$ cat src/decode_pkg.sv
package decode_pkg;

    localparam int instr_w      = 32;
    localparam int reg_addr_w   = 5;
    localparam int alu_imm_w    = 20;
    localparam int bru_imm_w    = 26;
    localparam int except_in_w  = 2;
    localparam int except_out_w = 3;

    // Top bit of except_out marks an undecodable instruction
    localparam logic [except_out_w-1:0] except_illegal = 3'b100;

    typedef enum logic [1:0] {
        IQ_NONE = 2'd0,
        IQ_ALU  = 2'd1,
        IQ_MDU  = 2'd2,
        IQ_BRU  = 2'd3
    } issue_unit_e;

    typedef enum logic [4:0] {
        ALU_LU12I = 5'd0,
        ALU_SLTI  = 5'd1,
        ALU_SLTUI = 5'd2,
        ALU_ADDI  = 5'd3,
        ALU_ANDI  = 5'd4,
        ALU_ORI   = 5'd5,
        ALU_XORI  = 5'd6,
        ALU_ADD   = 5'd7,
        ALU_SUB   = 5'd8,
        ALU_SLT   = 5'd9,
        ALU_SLTU  = 5'd10,
        ALU_NOR   = 5'd11,
        ALU_AND   = 5'd12,
        ALU_OR    = 5'd13,
        ALU_XOR   = 5'd14,
        ALU_SLL   = 5'd15,
        ALU_SRL   = 5'd16,
        ALU_SRA   = 5'd17,
        ALU_SLLI  = 5'd21,    // 18..20 were counter reads
        ALU_SRLI  = 5'd22,
        ALU_SRAI  = 5'd23
    } alu_op_e;

    typedef enum logic [2:0] {
        MDU_DIV   = 3'd0,
        MDU_MOD   = 3'd1,
        MDU_DIVU  = 3'd2,
        MDU_MODU  = 3'd3,
        MDU_MUL   = 3'd4,
        MDU_MULH  = 3'd5,
        MDU_MULHU = 3'd6
    } mdu_op_e;

    typedef enum logic [3:0] {
        BRU_PCADDU12I = 4'd0,
        BRU_JIRL      = 4'd1,
        BRU_B         = 4'd2,
        BRU_BL        = 4'd3,
        BRU_BEQ       = 4'd4,
        BRU_BNE       = 4'd5,
        BRU_BLT       = 4'd6,
        BRU_BGE       = 4'd7,
        BRU_BLTU      = 4'd8,
        BRU_BGEU      = 4'd9
    } bru_op_e;

endpackage

$ cat src/decode_if.sv
`timescale 1ns/1ps

interface decode_if import decode_pkg::*; ();

    issue_unit_e                 unit;
    logic                        recognized;
    alu_op_e                     alu_op;
    mdu_op_e                     mdu_op;
    logic        [alu_imm_w-1:0] alu_imm;
    bru_op_e                     bru_op;
    logic        [bru_imm_w-1:0] bru_imm;
    logic                        dest_en;
    logic       [reg_addr_w-1:0] dest;
    logic                        src1_en;
    logic       [reg_addr_w-1:0] src1;
    logic                        src2_en;
    logic       [reg_addr_w-1:0] src2;

    modport classifier_mp (output unit, recognized);
    modport alu_mp (input unit, output alu_op, mdu_op, alu_imm);
    modport bru_mp (input unit, output bru_op, bru_imm);
    modport operand_mp (input unit, output dest_en, dest, src1_en, src1, src2_en, src2);
    modport stage_mp (
        input unit, recognized, alu_op, mdu_op, alu_imm, bru_op, bru_imm,
        input dest_en, dest, src1_en, src1, src2_en, src2
    );

endinterface

$ cat src/alu_decoder.sv
`timescale 1ns/1ps

module alu_decoder import decode_pkg::*; (
    input  logic [instr_w-1:0] instruction,
    decode_if.alu_mp           dif
);

    logic is_lu12i;

    assign is_lu12i = (instruction[31:25] == 7'h0a);

    always_comb begin
        dif.alu_op = alu_op_e'('0);
        if (dif.unit == IQ_ALU) begin
            if (is_lu12i) begin
                dif.alu_op = ALU_LU12I;
            end else if (instruction[31:22] > 10'h001) begin    // 12-bit immediate forms
                case (instruction[31:22])
                    10'h008: dif.alu_op = ALU_SLTI;
                    10'h009: dif.alu_op = ALU_SLTUI;
                    10'h00a: dif.alu_op = ALU_ADDI;
                    10'h00d: dif.alu_op = ALU_ANDI;
                    10'h00e: dif.alu_op = ALU_ORI;
                    10'h00f: dif.alu_op = ALU_XORI;
                    default: dif.alu_op = alu_op_e'('0);
                endcase
            end else begin
                case (instruction[31:15])
                    17'h20:  dif.alu_op = ALU_ADD;
                    17'h22:  dif.alu_op = ALU_SUB;
                    17'h24:  dif.alu_op = ALU_SLT;
                    17'h25:  dif.alu_op = ALU_SLTU;
                    17'h28:  dif.alu_op = ALU_NOR;
                    17'h29:  dif.alu_op = ALU_AND;
                    17'h2a:  dif.alu_op = ALU_OR;
                    17'h2b:  dif.alu_op = ALU_XOR;
                    17'h2e:  dif.alu_op = ALU_SLL;
                    17'h2f:  dif.alu_op = ALU_SRL;
                    17'h30:  dif.alu_op = ALU_SRA;
                    17'h81:  dif.alu_op = ALU_SLLI;
                    17'h89:  dif.alu_op = ALU_SRLI;
                    17'h91:  dif.alu_op = ALU_SRAI;
                    default: dif.alu_op = alu_op_e'('0);
                endcase
            end
        end
    end

    always_comb begin
        dif.mdu_op = mdu_op_e'('0);
        if (dif.unit == IQ_MDU) begin
            case (instruction[31:15])
                17'h38:  dif.mdu_op = MDU_MUL;
                17'h39:  dif.mdu_op = MDU_MULH;
                17'h3a:  dif.mdu_op = MDU_MULHU;
                17'h40:  dif.mdu_op = MDU_DIV;
                17'h41:  dif.mdu_op = MDU_MOD;
                17'h42:  dif.mdu_op = MDU_DIVU;
                17'h43:  dif.mdu_op = MDU_MODU;
                default: dif.mdu_op = mdu_op_e'('0);
            endcase
        end
    end

    // LU12I carries 20 bits, everything else 12
    assign dif.alu_imm = (dif.unit != IQ_ALU) ? '0 :
                         is_lu12i ? instruction[24:5] : {8'd0, instruction[21:10]};

endmodule

$ cat src/branch_decoder.sv
`timescale 1ns/1ps

module branch_decoder import decode_pkg::*; (
    input  logic [instr_w-1:0] instruction,
    decode_if.bru_mp           dif
);

    bru_op_e op;

    always_comb begin
        op = bru_op_e'('0);
        if (dif.unit == IQ_BRU && instruction[31:25] != 7'h0e) begin
            case (instruction[31:26])
                6'h13:   op = BRU_JIRL;
                6'h14:   op = BRU_B;
                6'h15:   op = BRU_BL;
                6'h16:   op = BRU_BEQ;
                6'h17:   op = BRU_BNE;
                6'h18:   op = BRU_BLT;
                6'h19:   op = BRU_BGE;
                6'h1a:   op = BRU_BLTU;
                6'h1b:   op = BRU_BGEU;
                default: op = bru_op_e'('0);
            endcase
        end
    end

    always_comb begin
        if (dif.unit != IQ_BRU) begin
            dif.bru_imm = '0;
        end else if (op == BRU_PCADDU12I) begin
            dif.bru_imm = {6'd0, instruction[24:5]};
        end else if (op == BRU_B || op == BRU_BL) begin
            dif.bru_imm = {instruction[9:0], instruction[25:10]};    // offs[25:16] sits low
        end else begin
            dif.bru_imm = {10'd0, instruction[25:10]};
        end
    end

    assign dif.bru_op = op;

endmodule

$ cat src/decode_stage_reg.sv
`timescale 1ns/1ps

module decode_stage_reg import decode_pkg::*; #(
    parameter int pc_w = 32
) (
    input  logic                    clk,
    input  logic                    rst_n,
    input  logic                    flush,
    input  logic                    hold,
    input  logic [except_in_w-1:0]  except_in,
    input  logic [pc_w-1:0]         pc_in,
    input  logic                    instruction_vld,
    decode_if.stage_mp              dif,
    output logic [pc_w-1:0]         pc_out,
    output logic [except_out_w-1:0] except_out,
    output logic                    decode_vld,
    output issue_unit_e             issue_unit,
    output alu_op_e                 alu_op,
    output mdu_op_e                 mdu_op,
    output bru_op_e                 bru_op,
    output logic [alu_imm_w-1:0]    alu_imm,
    output logic [bru_imm_w-1:0]    bru_imm,
    output logic                    dest_en,
    output logic [reg_addr_w-1:0]   dest,
    output logic                    src1_en,
    output logic [reg_addr_w-1:0]   src1,
    output logic                    src2_en,
    output logic [reg_addr_w-1:0]   src2
);

    logic has_except;
    logic capture;

    assign has_except = |except_in;
    assign capture    = instruction_vld && !has_except;    // An incoming exception wins

    always_ff @(posedge clk or negedge rst_n) begin
        if (!rst_n) begin
            pc_out <= '0;
        end else if (flush) begin
            pc_out <= '0;
        end else if (!hold && (has_except || instruction_vld)) begin
            pc_out <= pc_in;
        end
    end

    always_ff @(posedge clk or negedge rst_n) begin
        if (!rst_n) begin
            except_out <= '0;
        end else if (flush) begin
            except_out <= '0;
        end else if (!hold) begin
            if (has_except) begin
                except_out <= {{(except_out_w-except_in_w){1'b0}}, except_in};
            end else if (instruction_vld) begin
                except_out <= dif.recognized ? '0 : except_illegal;
            end else begin
                except_out <= '0;
            end
        end
    end

    always_ff @(posedge clk or negedge rst_n) begin
        if (!rst_n) begin
            decode_vld <= 1'b0;
            issue_unit <= IQ_NONE;
            alu_op     <= alu_op_e'('0);
            mdu_op     <= mdu_op_e'('0);
            bru_op     <= bru_op_e'('0);
            alu_imm    <= '0;
            bru_imm    <= '0;
            dest_en    <= 1'b0;
            dest       <= '0;
            src1_en    <= 1'b0;
            src1       <= '0;
            src2_en    <= 1'b0;
            src2       <= '0;
        end else if (flush || (!hold && !capture)) begin
            decode_vld <= 1'b0;
            issue_unit <= IQ_NONE;
            alu_op     <= alu_op_e'('0);
            mdu_op     <= mdu_op_e'('0);
            bru_op     <= bru_op_e'('0);
            alu_imm    <= '0;
            bru_imm    <= '0;
            dest_en    <= 1'b0;
            dest       <= '0;
            src1_en    <= 1'b0;
            src1       <= '0;
            src2_en    <= 1'b0;
            src2       <= '0;
        end else if (!hold) begin
            decode_vld <= dif.recognized;
            issue_unit <= dif.unit;
            alu_op     <= dif.alu_op;
            mdu_op     <= dif.mdu_op;
            bru_op     <= dif.bru_op;
            alu_imm    <= dif.alu_imm;
            bru_imm    <= dif.bru_imm;
            dest_en    <= dif.dest_en;
            dest       <= dif.dest;
            src1_en    <= dif.src1_en;
            src1       <= dif.src1;
            src2_en    <= dif.src2_en;
            src2       <= dif.src2;
        end
    end

endmodule

$ cat src/decode_top.sv
`timescale 1ns/1ps

module decode_top import decode_pkg::*; #(
    parameter int pc_w = 32
) (
    input  logic                    clk,
    input  logic                    rst_n,
    input  logic                    flush,
    input  logic                    hold,
    input  logic [except_in_w-1:0]  except_in,
    input  logic [pc_w-1:0]         pc_in,
    input  logic                    instruction_vld,
    input  logic [instr_w-1:0]      instruction,
    output logic [pc_w-1:0]         pc_out,
    output logic [except_out_w-1:0] except_out,
    output logic                    decode_vld,
    output issue_unit_e             issue_unit,
    output alu_op_e                 alu_op,
    output mdu_op_e                 mdu_op,
    output bru_op_e                 bru_op,
    output logic [alu_imm_w-1:0]    alu_imm,
    output logic [bru_imm_w-1:0]    bru_imm,
    output logic                    dest_en,
    output logic [reg_addr_w-1:0]   dest,
    output logic                    src1_en,
    output logic [reg_addr_w-1:0]   src1,
    output logic                    src2_en,
    output logic [reg_addr_w-1:0]   src2
);

    decode_if dif ();

    issue_classifier u_classifier (
        .instruction     (instruction),
        .instruction_vld (instruction_vld),
        .dif             (dif)
    );

    alu_decoder u_alu_dec (.instruction(instruction), .dif(dif));

    branch_decoder u_bru_dec (.instruction(instruction), .dif(dif));

    operand_decoder u_opnd_dec (.instruction(instruction), .dif(dif));

    decode_stage_reg #(.pc_w(pc_w)) u_stage_reg (
        .clk             (clk),
        .rst_n           (rst_n),
        .flush           (flush),
        .hold            (hold),
        .except_in       (except_in),
        .pc_in           (pc_in),
        .instruction_vld (instruction_vld),
        .dif             (dif),
        .pc_out          (pc_out),
        .except_out      (except_out),
        .decode_vld      (decode_vld),
        .issue_unit      (issue_unit),
        .alu_op          (alu_op),
        .mdu_op          (mdu_op),
        .bru_op          (bru_op),
        .alu_imm         (alu_imm),
        .bru_imm         (bru_imm),
        .dest_en         (dest_en),
        .dest            (dest),
        .src1_en         (src1_en),
        .src1            (src1),
        .src2_en         (src2_en),
        .src2            (src2)
    );

endmodule

$ cat src/issue_classifier.sv
`timescale 1ns/1ps

module issue_classifier import decode_pkg::*; (
    input  logic [instr_w-1:0] instruction,
    input  logic               instruction_vld,
    decode_if.classifier_mp    dif
);

    logic [16:0] op17;
    logic [9:0]  op10;
    logic [6:0]  op7;
    logic [5:0]  op6;
    logic        is_alu;
    logic        is_mdu;
    logic        is_bru;

    assign op17 = instruction[31:15];
    assign op10 = instruction[31:22];
    assign op7  = instruction[31:25];
    assign op6  = instruction[31:26];

    // LU12I, 12-bit immediate forms, register forms, immediate shifts
    assign is_alu = (op7 == 7'h0a) ||
                    (op10 inside {10'h008, 10'h009, 10'h00a, 10'h00d, 10'h00e, 10'h00f}) ||
                    (op17 inside {17'h20, 17'h22, 17'h24, 17'h25, 17'h28, 17'h29,
                                  17'h2a, 17'h2b, 17'h2e, 17'h2f, 17'h30}) ||
                    (op17 inside {17'h81, 17'h89, 17'h91});

    assign is_mdu = op17 inside {17'h38, 17'h39, 17'h3a, [17'h40:17'h43]};

    assign is_bru = (op7 == 7'h0e) ||    // PCADDU12I
                    (op6 inside {[6'h13:6'h1b]});

    always_comb begin
        dif.unit = IQ_NONE;
        if (instruction_vld) begin
            if (is_alu) begin
                dif.unit = IQ_ALU;
            end else if (is_mdu) begin
                dif.unit = IQ_MDU;
            end else if (is_bru) begin
                dif.unit = IQ_BRU;
            end
        end
    end

    assign dif.recognized = instruction_vld && (is_alu || is_mdu || is_bru);

endmodule

$ cat src/operand_decoder.sv
`timescale 1ns/1ps

module operand_decoder import decode_pkg::*; (
    input  logic [instr_w-1:0] instruction,
    decode_if.operand_mp       dif
);

    logic is_alu;
    logic is_mdu;
    logic is_bru;
    logic is_lu12i;
    logic alu_reg_form;
    logic is_pcaddu;
    logic is_jirl;
    logic is_b;
    logic is_bl;
    logic is_cond;

    assign is_alu = (dif.unit == IQ_ALU);
    assign is_mdu = (dif.unit == IQ_MDU);
    assign is_bru = (dif.unit == IQ_BRU);

    assign is_lu12i     = is_alu && (instruction[31:25] == 7'h0a);
    assign alu_reg_form = is_alu && (instruction[31:22] == 10'h000);    // shifts-by-imm are 0x001

    assign is_pcaddu = is_bru && (instruction[31:25] == 7'h0e);
    assign is_jirl   = is_bru && (instruction[31:26] == 6'h13);
    assign is_b      = is_bru && (instruction[31:26] == 6'h14);
    assign is_bl     = is_bru && (instruction[31:26] == 6'h15);
    assign is_cond   = is_bru && (instruction[31:26] inside {[6'h16:6'h1b]});

    always_comb begin
        dif.dest    = '0;
        dif.src1    = '0;
        dif.src2    = '0;
        if (dif.unit != IQ_NONE) begin
            dif.dest = is_bl ? reg_addr_w'(1) : instruction[4:0];    // BL links to r1
            dif.src1 = instruction[9:5];
            dif.src2 = is_cond ? instruction[4:0] : instruction[14:10];
        end
    end

    assign dif.dest_en = is_alu || is_mdu || is_jirl || is_bl || is_pcaddu;
    assign dif.src1_en = (dif.unit != IQ_NONE) && !is_lu12i && !is_b && !is_bl && !is_pcaddu;
    assign dif.src2_en = alu_reg_form || is_mdu || is_cond;

endmodule
$ cat config.mk
export PLATFORM = sky130hd
export DESIGN_NAME = decode_top
export DESIGN_NICKNAME = d
export VERILOG_FILES = /design/src/decode_pkg.sv /design/src/decode_if.sv /design/src/alu_decoder.sv /design/src/branch_decoder.sv /design/src/decode_stage_reg.sv /design/src/decode_top.sv /design/src/issue_classifier.sv /design/src/operand_decoder.sv
export SDC_FILE = /design/constraint.sdc
export NUM_CORES = 1
export LEC_CHECK = 0
export BUFFER_PORTS_ARGS = -buffer_cell sky130_fd_sc_hd__buf_2
export CAP_MARGIN = 20
export CORE_MARGIN = 2
export CORE_UTILIZATION = 44
export CTS_CLUSTER_DIAMETER = 150
export DETAILED_ROUTE_END_ITERATION = 7
export MAX_ROUTING_LAYER = met4
export PLACE_DENSITY = 0.72
export RECOVER_POWER = 25
export SETUP_SLACK_MARGIN = 0.2
export SLEW_MARGIN = 20
export SYNTH_ARGS = -nofsm -noshare
export SYNTH_HDL_FRONTEND = slang
export SYNTH_HIERARCHICAL = 1
export SYNTH_SLANG_ARGS = --single-unit
$ cat constraint.sdc
create_clock -name clk -period 1.23 [get_ports clk]
set_input_delay 0 -clock clk [delete_from_list [all_inputs] [get_ports clk]]
set_output_delay 0 -clock clk [all_outputs]
set_load 0.005 [all_outputs]
# Yosys cells after proc, flatten, opt, wreduce, memory -nomap -nowiden
# Memory sizes are Yosys's and may differ from the RTL's.
# Index checks and enable logic that the tools add are counted.
# word_totals
regBits	114
romBits	128
out_inout_bits	114
wordCells	169
memories	1
# classes
order_cmp	6
eq_ne	41
mux	56
reduce_logical	50
# memory_table
memory	depth	width	read_ports	rd_clocked_by_memory_dff	wr	line	text
(no name shown)	32	4	1	0	0	branch_decoder.sv:13	case (instruction[31:26])
# ops
op	count
17-bit by 6-bit == test with 1-bit output (second input constant)	14
26-bit 2-to-1 mux	5
20-bit 2-to-1 mux	4
5-bit 2-to-1 mux	16
5-bit case mux with 14 select lines	1
32-bit 2-to-1 mux	2
10-bit by 4-bit == test with 1-bit output (second input constant)	6
17-bit by 7-bit == test with 1-bit output (second input constant)	3
17-bit by 8-bit == test with 1-bit output (second input constant)	3
3-bit case mux with 6 select lines	2
3-bit 2-to-1 mux	8
1-bit logical AND	19
6-bit by 5-bit == test with 1-bit output (second input constant)	3
17-bit by 7-bit >= comparator with 1-bit output (second input constant)	1
17-bit by 7-bit <= comparator with 1-bit output (second input constant)	1
4-bit 2-to-1 mux	4
1-bit logical OR	15
7-bit by 4-bit == test with 1-bit output (second input constant)	2
6-bit by 5-bit >= comparator with 1-bit output (second input constant)	2
2-bit 2-to-1 mux	6
11-bit nonzero test	1
10-bit by 1-bit greater-than comparator with 1-bit output (second input constant)	1
10-bit zero test	1
4-bit by 2-bit == test with 1-bit output (second input constant)	2
other kinds (14)	31

# Logic depth before layout (Yosys ltp)
# depth
word_depth	17
ltp_mapped	10

# By module
# Netlist, hierarchy kept.
# by_module_without_submodules
module	instances	cells_per_inst	area_each_um2
decode_stage_reg	1	261	4140.2
alu_decoder	1	119	753.2
branch_decoder	1	100	534.3
operand_decoder	1	53	402.9
issue_classifier	1	34	254.0

# Least setup slack after synthesis
# No wires, ideal clock.
# synth_timing
kind	input to register
startpoint	input port instruction[27]
endpoint	register u_stage_reg.alu_op[3]
arrival_ns	2.501
t_required_ns	1.164
setup_slack_ns	-1.337
path_stages	9
path_buffers	1
path_cell_list	or4_4 > nor4_4 > a32oi_1 > a31oi_1 > nand2b_1 > clkbuf_1 > or4_4 > nor4_2 > a22o_1
# synth_via
elab_chain_len	11
# synth_rtl
item	line	text
start: declaration	decode_top.sv:13	input logic [instr_w-1:0] instruction,
branches (longest 5 deep; another with 17-bit by 7-bit >= comparator with 1-bit output)	--	
2-bit 2-to-1 mux *	issue_classifier.sv:37	if (is_alu) begin
2-bit 2-to-1 mux *	issue_classifier.sv:36	if (instruction_vld) begin
named net dif.unit[0]	decode_if.sv:5	issue_unit_e unit;
2-bit by 1-bit == test with 1-bit output *	alu_decoder.sv:14	if (dif.unit == IQ_ALU) begin
5-bit 2-to-1 mux *	alu_decoder.sv:14	
named net dif.alu_op[3]	decode_if.sv:7	alu_op_e alu_op;
5-bit 2-to-1 mux *	decode_stage_reg.sv:92	end else if (!hold) begin
5-bit 2-to-1 mux *	decode_stage_reg.sv:78	end else if (flush || (!hold && !capture)) begin
end signal: assignment	decode_stage_reg.sv:67	alu_op <= alu_op_e'('0);
end signal: assignment	decode_stage_reg.sv:81	alu_op <= alu_op_e'('0);
end signal: assignment	decode_stage_reg.sv:95	alu_op <= dif.alu_op;
end: declaration	decode_stage_reg.sv:18	output alu_op_e alu_op,
# Mark *: on every way through the listed nets, which the timed path passes. The select of a mux whose other input is x is not followed.
# A chain may end at the register's enable or synchronous reset.

# Worst setup path in the final report
# layout_timing
startpoint	input port instruction[27]
endpoint	register u_stage_reg.dest[4]
# layout_via
elab_chain_len	13
# layout_rtl
item	line	text
branches (longest 5 deep; another with 17-bit by 7-bit >= comparator with 1-bit output)	--	
2-bit 2-to-1 mux *	issue_classifier.sv:37	
2-bit 2-to-1 mux *	issue_classifier.sv:36	
named net dif.unit[1]	decode_if.sv:5	
2-bit == test	operand_decoder.sv:21	assign is_bru = (dif.unit == IQ_BRU);
1-bit logical AND	operand_decoder.sv:29	assign is_bl = is_bru && (instruction[31:26] == 6'h15);
5-bit 2-to-1 mux	operand_decoder.sv:37	dif.dest = is_bl ? reg_addr_w'(1) : instruction[4:0];
5-bit 2-to-1 mux *	operand_decoder.sv:36	if (dif.unit != IQ_NONE) begin
named net dif.dest[4]	decode_if.sv:13	logic [reg_addr_w-1:0] dest;
5-bit 2-to-1 mux *	decode_stage_reg.sv:92	
5-bit 2-to-1 mux *	decode_stage_reg.sv:78	
end signal: assignment	decode_stage_reg.sv:101	dest <= dif.dest;
end: declaration	decode_stage_reg.sv:24	output logic [reg_addr_w-1:0] dest,
# Marks and branches as above.

==> flow_metrics.tcl <==
set metrics [dict create \
    wl_um 20900 \
    crit_cells 11 \
    syn_nets 642 \
    hold_depth 4 \
    finalSetupViolations 80 \
    syn_inst 567 \
    swShare 0.264 \
    sequentialPowerShare 0.381 \
    fin_util 0.695 \
    ys_seq_area_frac 0.469 \
    grt_pass1_vias 6157 \
    synth_cell_types 71 \
    fp.dieW_um 122 \
    end_kind "flop" \
    area_delta_synth_final_pct 52.4 \
    die_h_um 122 \
    postRouteAntennaNets 0 \
    grt_pass1_wl_um 32500 \
    htreeDepth 4 \
    hold_viol 0 \
    cp_top_family "simple AND/OR/NAND/NOR gates" \
    rr_worst_depth 2 \
    power_leakage_nw 4.57 \
    tightest_slew_ps 856 \
    finalNetCount 952 \
    final_common_cell "buf_2" \
    outcome "finished with violations" \
    ys_ff_latch 114 \
    yosysWarnings 6 \
    rows 42 \
    gp_congestion 0.986 \
    max_stage_delay_ps 560 \
    required_ps 1530 \
    period_minus_slack_ps 2130 \
    cp.arrival_ps 2430 \
    syn_avg_cell_area_um2 10.7 \
    slew_headroom 0.429 \
    synth_edf_count 0 \
    gr-total-overflow 0 \
    p_comb_frac 0.127 \
    skew_ps 0 \
    drt_iter0_markers 380 \
    path_cells "buf_6, or4_4, nor4_4, nand3b_1, a21oi_4, buf_6, ha_4, and3b_2, a31oi_4, and2_2, a22o_1" \
    critPathKind "input pin to flop" \
    clockRootBuffer "clkbuf_16" \
    drt-wirelength-per-cell_um 19.6 \
    cap_violations 0 \
    clk_path_buf_depth 2 \
    powerDensity_mw_per_mm2 1090 \
    antenna_found_initial 0 \
    cpMaxStageDelayCell "or4_4" \
    cp_num_buf_inv 2 \
    power.share.clock 0.492 \
    dp_hpwl_um 13700 \
    p_switching_mw 2.67 \
    drc 0 \
    synthArstFlopShare 1.00 \
    io_pins 185 \
    instances_no_fill 1066 \
    cts_tree "built" \
    hold_path_class "input pin to flop" \
    violations "setup timing" \
    drv_slew 0 \
    clk_pin_slew_ps 60 \
    cts_sinks 114 \
    syn_area_mm2 0.00608 \
    period_share 1.73 \
    clock_latency_ps 410 \
    cts_made_buffers 17 \
    most-common-layout-cells "buf_2 (181), dfrtp_1 (114), a22o_1 (112)" \
    num_vias 6096 \
    p_int_mw 7.46 \
    cpMostUsedCell "buf_6" \
    viasPerCell 5.72 \
    drive_gt1_frac 0.430 \
    core_mm2 0.0133 \
    fmax_mhz 470 \
    grt_usage 0.291 \
    cp_max_fo 4 \
    start_util 0.456 \
    n_antenna_cell 0 \
    first_pass_iters 6 \
    dieArea_mm2 0.0148 \
    cp-start-kind "input pin" \
    vdd_drop_max_uv 821 \
    grt_setup_unrepaired "true" \
    ys.flop_type "dfrtp_1" \
    grt_max_degree 72 \
    fin_ws_ps -899 \
    port_buffers 184 \
    placed_cells 969 \
]
worst paths after layout:
kind / start / to / slack, ps
worst max-delay path: instruction[27] / u_stage_reg/dest[4]$_DFFE_PN0P_ / -900
worst min-delay path: instruction[12] / u_stage_reg/bru_imm[2]$_DFFE_PN0P_ / 20
worst max register to register: u_stage_reg/pc_out[12]$_DFFE_PN0P_ / u_stage_reg/pc_out[12]$_DFFE_PN0P_ / 290
worst min register to register: u_stage_reg/alu_imm[1]$_DFFE_PN0P_ / u_stage_reg/alu_imm[1]$_DFFE_PN0P_ / 500
max in group asynchronous: rst_n / u_stage_reg/src1_en$_DFFE_PN0P_ / 300
min in group asynchronous: rst_n / u_stage_reg/bru_imm[7]$_DFFE_PN0P_ / 310
Yosys cell counts, drive strengths merged (7+ instances only):
cell,instances,share of area
o21ai,27,0.022
inv,10,0.0062
and2,12,0.013
nor2,29,0.019
dfrtp,114,0.47
a31oi,8,0.0082
nor4,10,0.014
a22o,112,0.16
nor2b,12,0.012
mux2i,20,0.033
and3,8,0.0082
clkbuf,12,0.0076
nand2b,16,0.016
nor3,9,0.0093
nand2,49,0.031
a21oi,14,0.013
a211oi,7,0.012
buf,29,0.040
state kept, by name, indices dropped and copies added, names as in the netlist:
name,count
u_stage_reg/except_out,3
u_stage_reg/src2_en,1
u_stage_reg/mdu_op,3
u_stage_reg/pc_out,32
u_stage_reg/bru_op,4
u_stage_reg/alu_imm,20
u_stage_reg/bru_imm,26
u_stage_reg/dest_en,1
u_stage_reg/dest,5
u_stage_reg/src2,5
u_stage_reg/issue_unit,2
u_stage_reg/alu_op,5
u_stage_reg/decode_vld,1
u_stage_reg/src1,5
u_stage_reg/src1_en,1
layout make-up:
class                   count  area [um^2]
multi-input cells         403         3190
flip-flops and latches    114         2850
repair buffers            331         2370
well taps                 176          220
clock buffers              17          425
clock inverters            15          175
fillers                   971         4080
inverters                  10         40.0
cells by family (layout without fill, tap and decap cells):
group           after synthesis  in the layout  share of synthesized area
simple gates                185            186                      0.183
flops                       114            114                      0.469
mux                          21             21                     0.0348
fa+ha+maj                     4              4                    0.00823
compound gates              189            189                      0.247
buf+inv                      51            373                     0.0541
xor+xnor                      3              3                    0.00432
worst min-delay path: stages:
cell	delay (ps)
buf_2	150
nand2_1	80
o21ai_2	50
a22o_1	110
repair_timing:
action	CTS	global route
endpoints found under the setup margin	112	81
cloned	2	2
pin swaps	26	16
hold endpoints to repair	161	0
gates resized for setup	45	15
buffers inserted	9	7
hold buffers	45	0
power groups by stage:
stage / sequential [mW] / clock (mW) / combinational (mW)
after detailed placement: 3.92 / 0 / 1.08
final: 3.86 / 4.98 / 1.29
after floorplan: 3.93 / 0 / 0.437
after CTS: 3.86 / 5.05 / 1.26
after global routing: 3.86 / 5.25 / 1.39
after global placement: 3.92 / 0 / 1.06
layer usage:
layer | global-route usage | wire length, um
met4 | 0.110 | 461
met2 | 0.479 | 10500
met1 | 0.352 | 8640
met3 | 0.0655 | 1350
met5 | - | 0
through the flow:
stage | setup slack (ps) | instance area, um^2 | hold WS, ps | setup TNS (ps) | power [mW]
3_3_place_gp | -1230 | 7770 | 15.3 | -92570 | 4.98
3_5_place_dp | -1320 | 7770 | 14.7 | -100160 | 5.00
2_1_floorplan | -1090 | 6190 | -296 | -66700 | 4.37
6_report | -899 | 9270 | 16.1 | -59910 | 10.1
4_1_cts | -822 | 9120 | 11.8 | -53890 | 10.2
5_1_grt | -980 | 9270 | 26.0 | -65850 | 10.5
(Power assumes the default switching activity.)
